### src/common/load_pkg.sv
// ----------------------------------------------------------------------
// shared widths, types and port structs of the load unit
// imported by every RTL module of the load path
// ----------------------------------------------------------------------
package load_pkg;

  // ----------------------------------------------------------------------
  // widths
  // ----------------------------------------------------------------------
  localparam int unsigned XLEN       = 64;
  localparam int unsigned ADDR_W     = 32;
  // cache index covers exactly the page offset
  localparam int unsigned INDEX_W    = 12;
  localparam int unsigned TAG_W      = ADDR_W - INDEX_W;
  localparam int unsigned TRANS_ID_W = 3;
  // outstanding loads, one cache id per slot
  localparam int unsigned NR_LDBUF   = 4;
  localparam int unsigned LDBUF_ID_W = 2;
  // byte position inside a doubleword
  localparam int unsigned OFFSET_W   = 3;

  // ----------------------------------------------------------------------
  // plain vector types
  // ----------------------------------------------------------------------
  typedef logic [XLEN-1:0]       xlen_t;
  typedef logic [ADDR_W-1:0]     addr_t;
  typedef logic [INDEX_W-1:0]    index_t;
  typedef logic [TAG_W-1:0]      tag_t;
  typedef logic [TRANS_ID_W-1:0] trans_id_t;
  typedef logic [LDBUF_ID_W-1:0] ldbuf_id_t;
  typedef logic [OFFSET_W-1:0]   offset_t;
  // one enable bit per byte of a doubleword
  typedef logic [XLEN/8-1:0]     be_t;

  // integer loads, signed and unsigned variants
  typedef enum logic [2:0] {LD, LW, LWU, LH, LHU, LB, LBU} load_op_e;

  // request from issue, held until popped
  typedef struct packed {
    load_op_e  op;
    addr_t     addr;
    trans_id_t trans_id;
  } load_req_t;

  // what must survive until the response comes back
  typedef struct packed {
    trans_id_t trans_id;
    offset_t   offset;
    load_op_e  op;
  } ldbuf_entry_t;

  // unit to data cache
  typedef struct packed {
    logic      data_req;
    index_t    index;
    be_t       be;
    logic [1:0] size;
    ldbuf_id_t id;
    logic      tag_valid;
    tag_t      tag;
    logic      kill;
  } dcache_req_t;

  // data cache to unit
  typedef struct packed {
    logic      gnt;
    logic      rvalid;
    ldbuf_id_t rid;
    xlen_t     rdata;
  } dcache_rsp_t;

endpackage

### src/load_buffer/load_buffer.sv
// ----------------------------------------------------------------------
// tracks outstanding loads by cache id until their response returns
// written on grant, read and freed on rvalid, marked on flush
// ----------------------------------------------------------------------
module load_buffer
  import load_pkg::*;
(
  input  logic         clk_i,
  input  logic         rst_ni,
  input  logic         flush_i,
  // new outstanding load, goes to the free slot
  input  logic         write_i,
  input  ldbuf_entry_t write_entry_i,
  // response side, frees the slot at read_id_i
  input  logic         read_i,
  input  ldbuf_id_t    read_id_i,
  output logic         full_o,
  output ldbuf_id_t    free_id_o,
  output ldbuf_entry_t read_entry_o,
  output logic         read_live_o
);

  // ----------------------------------------------------------------------
  // storage
  // ----------------------------------------------------------------------
  logic [NR_LDBUF-1:0] valid_d, valid_q;
  logic [NR_LDBUF-1:0] flushed_d, flushed_q;
  // payload, only meaningful while the valid bit is set
  ldbuf_entry_t        entries_q [NR_LDBUF];

  ldbuf_id_t           free_id;

  // ----------------------------------------------------------------------
  // free slot search
  // ----------------------------------------------------------------------
  // lowest clear valid bit wins
  always_comb begin
    free_id = '0;
    for (int i = NR_LDBUF - 1; i >= 0; i--) begin
      if (!valid_q[i]) begin
        free_id = ldbuf_id_t'(i);
      end
    end
  end

  assign free_id_o = free_id;
  assign full_o    = &valid_q;

  // ----------------------------------------------------------------------
  // valid and flushed bookkeeping
  // ----------------------------------------------------------------------
  always_comb begin
    valid_d   = valid_q;
    flushed_d = flushed_q;
    // everything in flight becomes stale
    if (flush_i) begin
      flushed_d = flushed_q | valid_q;
    end
    // response retires its slot
    if (read_i) begin
      valid_d[read_id_i] = 1'b0;
    end
    // new load starts clean
    if (write_i) begin
      valid_d[free_id]   = 1'b1;
      flushed_d[free_id] = 1'b0;
    end
  end

  always_ff @(posedge clk_i or negedge rst_ni) begin
    if (!rst_ni) begin
      valid_q   <= '0;
      flushed_q <= '0;
    end else begin
      valid_q   <= valid_d;
      flushed_q <= flushed_d;
    end
  end

  // payload write, slot chosen by the search above
  always_ff @(posedge clk_i) begin
    if (write_i) begin
      entries_q[free_id] <= write_entry_i;
    end
  end

  // ----------------------------------------------------------------------
  // read port
  // ----------------------------------------------------------------------
  // combinational so rvalid reaches valid_o in the same cycle
  assign read_entry_o = entries_q[read_id_i];

  // stale or flushed in this very cycle retires silently
  assign read_live_o = read_i && valid_q[read_id_i] && !flushed_q[read_id_i] && !flush_i;

  // ----------------------------------------------------------------------
  // assertions
  // ----------------------------------------------------------------------
  // the controller must hold off issue while every slot is taken
  a_no_write_when_full : assert property (
    @(posedge clk_i) disable iff (!rst_ni)
    write_i |-> !full_o
  ) else $error("load buffer written while full");

  // the cache may only answer ids that are outstanding
  a_read_valid_slot : assert property (
    @(posedge clk_i) disable iff (!rst_ni)
    read_i |-> valid_q[read_id_i]
  ) else $error("response for a load buffer slot that is not in use");

endmodule

### src/logic/load_ctrl.sv
// ----------------------------------------------------------------------
// request side FSM of the load unit
// sends index, waits for grant, sends tag next cycle, kills on flush
// ----------------------------------------------------------------------
module load_ctrl
  import load_pkg::*;
(
  input  logic        clk_i,
  input  logic        rst_ni,
  input  logic        flush_i,
  // issue handshake
  input  logic        valid_i,
  input  load_req_t   load_req_i,
  // store buffer reports a pending store to the same page offset
  input  logic        page_offset_match_i,
  // load buffer status
  input  logic        ldbuf_full_i,
  input  ldbuf_id_t   ldbuf_free_id_i,
  input  logic        gnt_i,
  output logic        ldbuf_write_o,
  output logic        pop_o,
  output dcache_req_t dcache_req_o
);

  typedef enum logic [2:0] {
    IDLE,
    WAIT_GNT,
    SEND_TAG,
    WAIT_PAGE_OFFSET,
    WAIT_FLUSH
  } state_e;

  state_e     state_d, state_q;

  offset_t    req_offset;
  logic       accept;
  logic       granted;
  logic       data_req;
  logic       tag_valid;
  logic       kill;
  be_t        be;
  logic [1:0] size;
  // tag of the granted request, sent in the following cycle
  tag_t       tag_q;

  assign req_offset = load_req_i.addr[OFFSET_W-1:0];
  // a slot must be free before the cache sees the request
  assign accept     = valid_i && !ldbuf_full_i;
  assign granted    = data_req && gnt_i;
  // a grant in the flush cycle is killed next cycle, nothing to track
  assign ldbuf_write_o = granted && !flush_i;

  // ----------------------------------------------------------------------
  // byte enables and transfer size
  // ----------------------------------------------------------------------
  always_comb begin
    unique case (load_req_i.op)
      LW, LWU: begin
        size = 2'b10;
        be   = be_t'(8'h0f) << req_offset;
      end
      LH, LHU: begin
        size = 2'b01;
        be   = be_t'(8'h03) << req_offset;
      end
      LB, LBU: begin
        size = 2'b00;
        be   = be_t'(8'h01) << req_offset;
      end
      default: begin
        // doubleword
        size = 2'b11;
        be   = '1;
      end
    endcase
  end

  // ----------------------------------------------------------------------
  // request FSM
  // ----------------------------------------------------------------------
  always_comb begin
    state_d   = state_q;
    data_req  = 1'b0;
    tag_valid = 1'b0;
    kill      = 1'b0;
    pop_o     = 1'b0;

    unique case (state_q)
      // SEND_TAG overlaps the tag of the last load with a new index
      IDLE, SEND_TAG: begin
        if (state_q == SEND_TAG) begin
          tag_valid = 1'b1;
          state_d   = IDLE;
        end
        if (accept) begin
          if (page_offset_match_i) begin
            // let the store drain first
            state_d = WAIT_PAGE_OFFSET;
          end else begin
            data_req = 1'b1;
            if (gnt_i) begin
              state_d = SEND_TAG;
              pop_o   = 1'b1;
            end else begin
              state_d = WAIT_GNT;
            end
          end
        end
      end

      WAIT_PAGE_OFFSET: begin
        if (!page_offset_match_i) begin
          state_d = WAIT_GNT;
        end
      end

      // request stays up until the cache takes it
      WAIT_GNT: begin
        data_req = 1'b1;
        if (gnt_i) begin
          state_d = SEND_TAG;
          pop_o   = 1'b1;
        end
      end

      // abort whatever was granted in the flush cycle
      WAIT_FLUSH: begin
        kill      = 1'b1;
        tag_valid = 1'b1;
        state_d   = IDLE;
      end

      default: state_d = IDLE;
    endcase

    // flush wins over everything, the killed request is not popped
    if (flush_i) begin
      state_d = WAIT_FLUSH;
      pop_o   = 1'b0;
    end
  end

  always_ff @(posedge clk_i or negedge rst_ni) begin
    if (!rst_ni) begin
      state_q <= IDLE;
    end else begin
      state_q <= state_d;
    end
  end

  // capture tag on grant, also for a request that gets killed
  always_ff @(posedge clk_i) begin
    if (granted) begin
      tag_q <= load_req_i.addr[ADDR_W-1:INDEX_W];
    end
  end

  assign dcache_req_o = '{
    data_req:  data_req,
    index:     load_req_i.addr[INDEX_W-1:0],
    be:        be,
    size:      size,
    id:        ldbuf_free_id_i,
    tag_valid: tag_valid,
    tag:       tag_q,
    kill:      kill
  };

  // ----------------------------------------------------------------------
  // assertions
  // ----------------------------------------------------------------------
  // issue only sends naturally aligned loads, the aligner relies on it
  a_word_offset : assert property (
    @(posedge clk_i) disable iff (!rst_ni)
    (granted && (load_req_i.op inside {LW, LWU})) |-> (req_offset < 5)
  ) else $error("misaligned word load granted");

  a_half_offset : assert property (
    @(posedge clk_i) disable iff (!rst_ni)
    (granted && (load_req_i.op inside {LH, LHU})) |-> (req_offset < 7)
  ) else $error("misaligned halfword load granted");

endmodule

### src/logic/load_align.sv
// ----------------------------------------------------------------------
// realigns load data by the stored byte offset and extends it
// purely combinational, sits between the cache response and result_o
// ----------------------------------------------------------------------
module load_align
  import load_pkg::*;
(
  input  ldbuf_entry_t entry_i,
  input  xlen_t        rdata_i,
  output xlen_t        result_o
);

  xlen_t                shifted;
  logic [XLEN/8-1:0]    sign_bits;
  offset_t              sign_offset;
  logic                 is_signed;
  logic                 sign_bit;

  // ----------------------------------------------------------------------
  // shift path
  // ----------------------------------------------------------------------
  // addressed byte moves down to bit 0
  assign shifted = rdata_i >> {entry_i.offset, 3'b000};

  // ----------------------------------------------------------------------
  // sign path, runs beside the shifter
  // ----------------------------------------------------------------------
  // top bit of every byte, one of them is the sign
  for (genvar i = 0; i < XLEN/8; i++) begin : gen_sign_bits
    assign sign_bits[i] = rdata_i[(i+1)*8-1];
  end

  assign is_signed = entry_i.op inside {LW, LH, LB};

  // byte that holds the most significant bit of the loaded value
  always_comb begin
    unique case (entry_i.op)
      LW, LWU: sign_offset = entry_i.offset + offset_t'(3);
      LH, LHU: sign_offset = entry_i.offset + offset_t'(1);
      default: sign_offset = entry_i.offset;
    endcase
  end

  // unsigned loads pull it to zero
  assign sign_bit = is_signed & sign_bits[sign_offset];

  // ----------------------------------------------------------------------
  // result mux
  // ----------------------------------------------------------------------
  always_comb begin
    unique case (entry_i.op)
      LW, LWU: begin
        result_o = {{(XLEN-32){sign_bit}}, shifted[31:0]};
      end
      LH, LHU: begin
        result_o = {{(XLEN-16){sign_bit}}, shifted[15:0]};
      end
      LB, LBU: begin
        result_o = {{(XLEN-8){sign_bit}}, shifted[7:0]};
      end
      default: begin
        // LD, offset is always zero here
        result_o = shifted;
      end
    endcase
  end

endmodule

### src/logic/load_unit.sv
// ----------------------------------------------------------------------
// load unit top, connects issue, data cache and store buffer ports
// to the request FSM, the outstanding load buffer and the aligner
// ----------------------------------------------------------------------
module load_unit
  import load_pkg::*;
(
  input  logic        clk_i,
  input  logic        rst_ni,
  input  logic        flush_i,
  // issue side
  input  logic        valid_i,
  input  load_req_t   load_req_i,
  output logic        pop_o,
  // store buffer address check
  output index_t      page_offset_o,
  input  logic        page_offset_match_i,
  // data cache
  output dcache_req_t dcache_req_o,
  input  dcache_rsp_t dcache_rsp_i,
  // writeback, no back-pressure
  output logic        valid_o,
  output trans_id_t   trans_id_o,
  output xlen_t       result_o
);

  logic         ldbuf_write;
  logic         ldbuf_full;
  ldbuf_id_t    ldbuf_free_id;
  ldbuf_entry_t ldbuf_write_entry;
  ldbuf_entry_t ldbuf_read_entry;

  // store buffer compares on the untranslated low bits
  assign page_offset_o = load_req_i.addr[INDEX_W-1:0];

  assign ldbuf_write_entry = '{
    trans_id: load_req_i.trans_id,
    offset:   load_req_i.addr[OFFSET_W-1:0],
    op:       load_req_i.op
  };

  load_ctrl load_ctrl_inst (
    .clk_i               (clk_i),
    .rst_ni              (rst_ni),
    .flush_i             (flush_i),
    .valid_i             (valid_i),
    .load_req_i          (load_req_i),
    .page_offset_match_i (page_offset_match_i),
    .ldbuf_full_i        (ldbuf_full),
    .ldbuf_free_id_i     (ldbuf_free_id),
    .gnt_i               (dcache_rsp_i.gnt),
    .ldbuf_write_o       (ldbuf_write),
    .pop_o               (pop_o),
    .dcache_req_o        (dcache_req_o)
  );

  // cache rid indexes the buffer directly
  load_buffer load_buffer_inst (
    .clk_i         (clk_i),
    .rst_ni        (rst_ni),
    .flush_i       (flush_i),
    .write_i       (ldbuf_write),
    .write_entry_i (ldbuf_write_entry),
    .read_i        (dcache_rsp_i.rvalid),
    .read_id_i     (dcache_rsp_i.rid),
    .full_o        (ldbuf_full),
    .free_id_o     (ldbuf_free_id),
    .read_entry_o  (ldbuf_read_entry),
    .read_live_o   (valid_o)
  );

  assign trans_id_o = ldbuf_read_entry.trans_id;

  load_align load_align_inst (
    .entry_i  (ldbuf_read_entry),
    .rdata_i  (dcache_rsp_i.rdata),
    .result_o (result_o)
  );

endmodule

### config.mk
export PLATFORM = sky130hd
export DESIGN_NAME = load_unit
export DESIGN_NICKNAME = d
export VERILOG_FILES = /design/src/common/load_pkg.sv /design/src/load_buffer/load_buffer.sv /design/src/logic/load_ctrl.sv /design/src/logic/load_align.sv /design/src/logic/load_unit.sv
export SDC_FILE = /design/constraint.sdc
export NUM_CORES = 1
export LEC_CHECK = 0
export BUFFER_PORTS_ARGS = -buffer_cell sky130_fd_sc_hd__clkbuf_2
export CORE_MARGIN = 8
export CORE_UTILIZATION = 50
export CTS_BUF_LIST = sky130_fd_sc_hd__clkbuf_2 sky130_fd_sc_hd__clkbuf_4 sky130_fd_sc_hd__clkbuf_8
export DETAILED_ROUTE_END_ITERATION = 10
export PLACE_DENSITY = 0.91
export SLEW_MARGIN = 30
export SYNTH_ARGS = -nofsm -noshare
export SYNTH_HDL_FRONTEND = slang
export SYNTH_SLANG_ARGS = --single-unit
### constraint.sdc
create_clock -name clk_i -period 4.15 [get_ports clk_i]
set_clock_uncertainty 0.2 [all_clocks]
set_input_delay 0.2075 -clock clk_i [delete_from_list [all_inputs] [get_ports clk_i]]
set_output_delay 0.2075 -clock clk_i [all_outputs]
set_load 0.02 [all_outputs]
# == Word level (Yosys, flattened, before mapping) ==
# Memories as Yosys holds them, arrays and structs flattened.
# Cells that the tools add are included.
# totals
reg_bits,31
mem_bits_rw,36
inputBits,111
out_inout_bits,128
word_cells,107
memories,1
# memory_table
memory,words,width,rd,rd_ports_with_merged_regs,wr,line,rtl
load_buffer_inst.entries_q,4,9,1,0,1,load_buffer.sv:29,ldbuf_entry_t entries_q [NR_LDBUF];
# classes
n_addsub,2
magnitude_cmp,5
eq_ne,19
n_shift,4
muxes,43
bitwise,7
reduce_logical,22
# ops
cell,n
case mux 64 bit (3 select lines),1
>> shifter 64 x 6 -> 64 bit,1
case mux 8 bit (3 select lines),1
equality test 3 bit (second input constant),7
equality test 3 x 2 -> 1 bit (second input constant),6
2-to-1 mux 3 bit,6
2-to-1 mux 4 bit,4
2-to-1 mux 1 bit,15
OR reduction 2 bit,7
2-to-1 mux 2 bit,5
equality test 3 x 1 -> 1 bit (second input constant),3
case mux 3 bit (3 select lines),1
bitwise AND 4 bit,2
logical AND 1 bit,8
NOT 4 bit,2
bitwise OR 4 bit,2
left shift 1 x 3 -> 8 bit (first input constant),1
left shift 2 x 3 -> 8 bit (first input constant),1
left shift 4 x 3 -> 8 bit (first input constant),1
less-than comparator 2 x 3 -> 1 bit (second input constant),2
inequality test 3 bit (second input constant),2
case mux 1 bit (2 select lines),3
case mux 2 bit (3 select lines),1
case mux 3 bit (2 select lines),1
14 further kinds,19

# == Logic depth before layout (Yosys ltp) ==
# logic_depth
depth_word,11
depth_mapped,13
depth_no_buf,10

# == Modules after synthesis ==
# A second synthesis with hierarchy kept.
# unflattened
hier_cells,552
hier_area_um2,5361.4
# by_module_without_submodules
module,n_inst,cells_per_inst,area_each_um2,seq_area_each_um2
load_align,1,322,2258.4,0.0
load_buffer,1,97,1757.9,1281.2
load_ctrl,1,121,1255.0,675.6
load_unit,1,12,90.1,0.0

# == Worst setup path after synthesis ==
# OpenSTA, ideal clock, no wires.
# synth_path
kind,input -> output
startpoint,input dcache_rsp_i[64] (netlist bit)
endpoint,output result_o[51]
arrival_ps,3357
required_time_ps,3743
slack_ps,386
stages,13
n_path_buf,6
path_cell_list,buf_6 -> mux4_2 -> buf_4 -> buf_4 -> buf_2 -> inv_1 -> fa_1 -> inv_1 -> mux4_2 -> a32oi_1 -> buf_2 -> buf_2 -> o211ai_1
# synth_between
elab_chain_cells,8
elab_cells_between_ends,19
classes_between,2 x add/sub; 6 x eq/ne; 1 x shift; 4 x mux; 1 x bitwise; 4 x reduce/logical; 1 x memory
# synth_rtl
item,line,rtl
"start, declared",load_unit.sv:20,"input dcache_rsp_t dcache_rsp_i,"
memory (4 x 9 bit) *,n/a,
branches (longest 6 deep; another with adder 3 x 1 -> 3 bit),n/a,
case mux 64 bit (3 select lines) *,load_align.sv:51,unique case (entry_i.op)
"end, declared",load_unit.sv:24,output xlen_t result_o
# Mark *: on every way between the ends. The select of a mux whose other input is x is not followed.

# == Worst setup path after layout ==
# layout_path
startpoint,memory load_buffer_inst.entries_q[2][1] (netlist bit)
endpoint,output result_o[15]
# layout_between
elab_chain_cells,8
elab_cells_between_ends,16
classes_between,6 x eq/ne; 4 x mux; 1 x bitwise; 4 x reduce/logical; 1 x memory
# layout_rtl
item,line,rtl
"start, declared",load_buffer.sv:29,
memory (4 x 9 bit) *,n/a,
equality test 3 bit (tied with other cells),"load_align.sv:37, load_align.sv:51",
OR reduction 2 bit,"load_align.sv:37, load_align.sv:51",
case mux 3 bit (2 select lines),load_align.sv:37,unique case (entry_i.op)
binary-select mux 1 bit (select 3 bit),load_align.sv:45,assign sign_bit = is_signed & sign_bits[sign_offset];
2-to-1 mux 1 bit (implied by the code),load_align.sv:45,
bitwise AND 1 bit,load_align.sv:45,
case mux 64 bit (3 select lines) *,load_align.sv:51,
# Every way passes the cells marked *; elsewhere a longest branch is shown, timed or not. The select of a mux whose other input is x is not followed.

==> results.toml <==
[status]
status = "finished clean"

[synthesis]
yosys.area_share.simple_pct = 13.69
syn_avg_cell_area_um2 = 10.05
synth_seq_cells = 67
mappedNetlistArea_um2 = 5375
synth_top_family_by_area = "multiplexers"
synthXorXnorAreaFrac_pct = 1.304
synth.top_cell.area_share_pct = 31.28
synth_seq_area_share_pct = 36.41
synth_edf_count = 56
synth-compound-area-share_pct = 15.46
synth_area_leaders = "edfxtp_1 (31%), mux2i_1 (13%), mux4_2 (10%)"
syn_nets = 647
synth_warnings = 0
yosys_most_used_dff = "edfxtp_1"
synthMuxAreaShare_pct = 23.79
synth_fa_ha_area_share_pct = 0.3724
synth_top_area_cell = "edfxtp_1"
ys_types = 57
synthArstFlopShare_pct = 16.42
syn-instance-count = 535

[drt]
via_count = 5426
finalWirelength_um = 19190
viasPerCell = 6.152
drc = 0
drtPass1Iterations = 5
wl_per_cell_um = 21.76
antenna_left = 0
dr.first_iter.drc_count = 687

[sta]
rsz0062_at_grt = "yes"
fin_crit_sh_pct = 99.58
relSlewSlack_pct = 33.27
timing.fmax_mhz = 242.0
drv_slew = 0
period_minus_slack_ns = 4.133
worst_slew_pin_slew_ns = 0.9973
finalSetupViolCount = 0
holdWs_ns = 0.03380
finalHoldViolations = 0

[global_route]
grt_antenna_before_repair = 0
grt_first_pass_wirelength_um = 29330
grt_overflow = 0
track_usage_pct = 25.13
grt_max_degree = 43
grt_pass1_vias = 5554

[die]
dieArea_um2 = 14320
fp.dieW_um = 119.7
start_util_pct = 50.47
core_um2 = 10650
io_pins = 239
die_h_um = 119.7
fp-row-count = 38

[critical_path]
cp.required_ns = 3.74
crit_fanout = 6
cp-start-kind = "flop"
crit_path_end_kind = "output pin"
path_class = "reg -> out"
crit_arrival_ns = 3.73

[final_layout]
layout.nets = 849
fin_cells = 882
diodes = 0
drive_gt1_share_pct = 42.05
syn_to_final_growth_pct = 33.38
final_design_area_no_fill_um2 = 7169

[clock_tree]
clock_path_buffers = 2
clk_latency_ns = 0.34
cts_tree = "done"
path_clk_slew_ns = 0.08
cts_buffers = 9
cts_root_buf = "clkbuf_8"
cts_sinks = 67
htree_levels = 3

[power_and_ir_drop]
leakage_nw = 3.279
power_density_nw_per_um2 = 317.5
peakVddDrop_mv = 0.3619

[placed_design]
placed_area_um2 = 6326
io_buffer_count = 211
dp_hpwl_um = 13340
placed_cells = 828
gp_congestion = 0.9523

[flow_run]
drv_cap = 0

[min_path]
hp-class = "in -> reg"
-- repair_timing --
item / CTS / global route
hold endpoints to repair: 46 / 0
setup buffers: 5 / 5
gates cloned: 1 / 3
endpoints found under the setup margin: 56 / 56
hold buffers: 25 / 0
gates resized for setup: 3 / 73
pin swaps: 3 / 5
-- cells by family (layout without fill, tap and decap cells) --
kind of cell / Yosys count / after routing
multiplexers: 96 / 96
AND/OR/NAND/NOR: 162 / 162
flip-flops: 67 / 67
XOR/XNOR: 8 / 8
buffers and inverters: 87 / 294
adder cells (fa/ha/maj): 1 / 1
AO/OA/AOI/OAI: 114 / 114
-- critical path, stage by stage (launching register included) --
cell,delay [ns]
edfxtp_1,0.38
mux4_2,0.49
or3_4,0.39
o21ai_4,0.08
fa_1,0.47
inv_2,0.09
mux4_2,0.54
a32oi_4,0.34
buf_6,0.19
clkbuf_16,0.16
a32oi_2,0.06
buf_4,0.20
-- cells in the final DEF, fill, tap and decap left out, drive strengths merged, types with 2 or more instances in the layout --
cell type    synthesis  final
and2                 2      2
nor3                12     12
a21oi               31     31
nand3               31     31
a32oi                6      6
nand3b               2      2
mux2i               70     70
o311ai               2      2
nor2b                4      4
nand4                2      2
clkinv               0      2
or3                  3      3
mux4                25     25
dfrtp               11     11
o221ai               2      2
xor2                 2      2
a211oi               7      7
buf                 53     47
nor3b                5      5
o2bb2ai              8      8
a221oi              10     10
bufinv               0      2
xnor2                6      6
a21boi               2      2
o211ai              10     10
o21ai               18     18
nand2               70     70
dlygate4sd3          0     25
clkbuf              21    201
a22oi                6      6
o31ai                2      2
nor2                28     28
inv                 13     15
edfxtp              56     56
-- state kept, by name (all words and copies together) (netlist names) --
name,count
load_buffer_inst.flushed_q,4
load_ctrl_inst.tag_q,20
load_ctrl_inst.state_q,3
load_buffer_inst.valid_q,4
load_buffer_inst.entries_q,36
-- area by class of cell --
type / instances / area, um2
flip-flops and latches: 67 / 1957
repair buffers: 265 / 1707
fillers: 770 / 3481
well taps: 140 / 175.2
multi-input cells: 381 / 3059
clock buffers: 9 / 123.9
clock inverters: 7 / 98.84
inverters: 13 / 48.80
-- synthesized netlist by cell type (4+ instances only) --
cell / n
a211oi_1: 7
a21oi_1: 29
a221oi_1: 8
a22oi_1: 5
a32oi_1: 6
buf_2: 17
buf_4: 32
clkbuf_1: 21
dfrtp_1: 11
edfxtp_1: 56
inv_1: 12
mux2i_1: 69
mux4_2: 25
nand2_1: 70
nand3_1: 31
nor2_1: 28
nor2b_1: 4
nor3_1: 11
nor3b_1: 5
o211ai_1: 10
o21ai_0: 18
o2bb2ai_1: 8
xnor2_1: 6
-- path summary, 6_finish.rpt --
| kind | startpoint | endpoint | slack (ns) | cells after the start |
|---|---|---|---|---|
| setup / recovery | load_buffer_inst.entries_q[2][1]$_DFFE_PP_ | result_o[15] | 0.02 | 11 |
| hold / removal | dcache_rsp_i[66] | load_buffer_inst.valid_q[3]$_DFF_PN0_ | 0.03 | 4 |
| setup reg to reg | load_ctrl_inst.state_q[2]$_DFFE_PN0P_ | load_buffer_inst.entries_q[2][5]$_DFFE_PP_ | 1.64 | 3 |
| hold reg to reg | load_buffer_inst.flushed_q[2]$_DFF_PN0_ | load_buffer_inst.flushed_q[2]$_DFF_PN0_ | 0.35 | 2 |
| max in group asynchronous | rst_ni | load_buffer_inst.valid_q[1]$_DFF_PN0_ | 3.45 | 2 |
| min in group asynchronous | rst_ni | load_buffer_inst.flushed_q[2]$_DFF_PN0_ | 0.07 | 2 |
-- layer usage --
| metal | GRT usage (%) | share of wire [%] | up-vias |
|---|---|---|---|
| li1 | - | - | 2417 |
| met1 | 28.25 | 36 | 2570 |
| met2 | 43.94 | 50 | 381 |
| met3 | 6.858 | 9.7 | 58 |
| met4 | 10.85 | 4.1 | 0 |
| met5 | 0 | 0 | - |
-- per-stage QoR --
| stage | utilization [%] | total power, mW | setup WS (ns) | TNS [ns] |
|---|---|---|---|---|
| after floorplan | - | 1.312 | 0.3856 | 0 |
| after global placement | 59.40 | 1.545 | 0.2520 | 0 |
| after detailed placement | 59.40 | 1.562 | 0.1088 | 0 |
| after CTS | 64.76 | 2.200 | 0.02225 | 0 |
| after global routing | 67.32 | 2.367 | -0.06798 | -1.138 |
| final | 67.32 | 2.277 | 0.01735 | 0 |
-- where the power goes --
group          internal [mW]  switching [mW]  leakage (nW)
Clock                  0.342           0.268         0.110
Combinational          0.363           0.542          2.52
Sequential             0.746          0.0147         0.651
Total                   1.45           0.825          3.28
No activity file was read; power rests on OpenSTA's default activity.
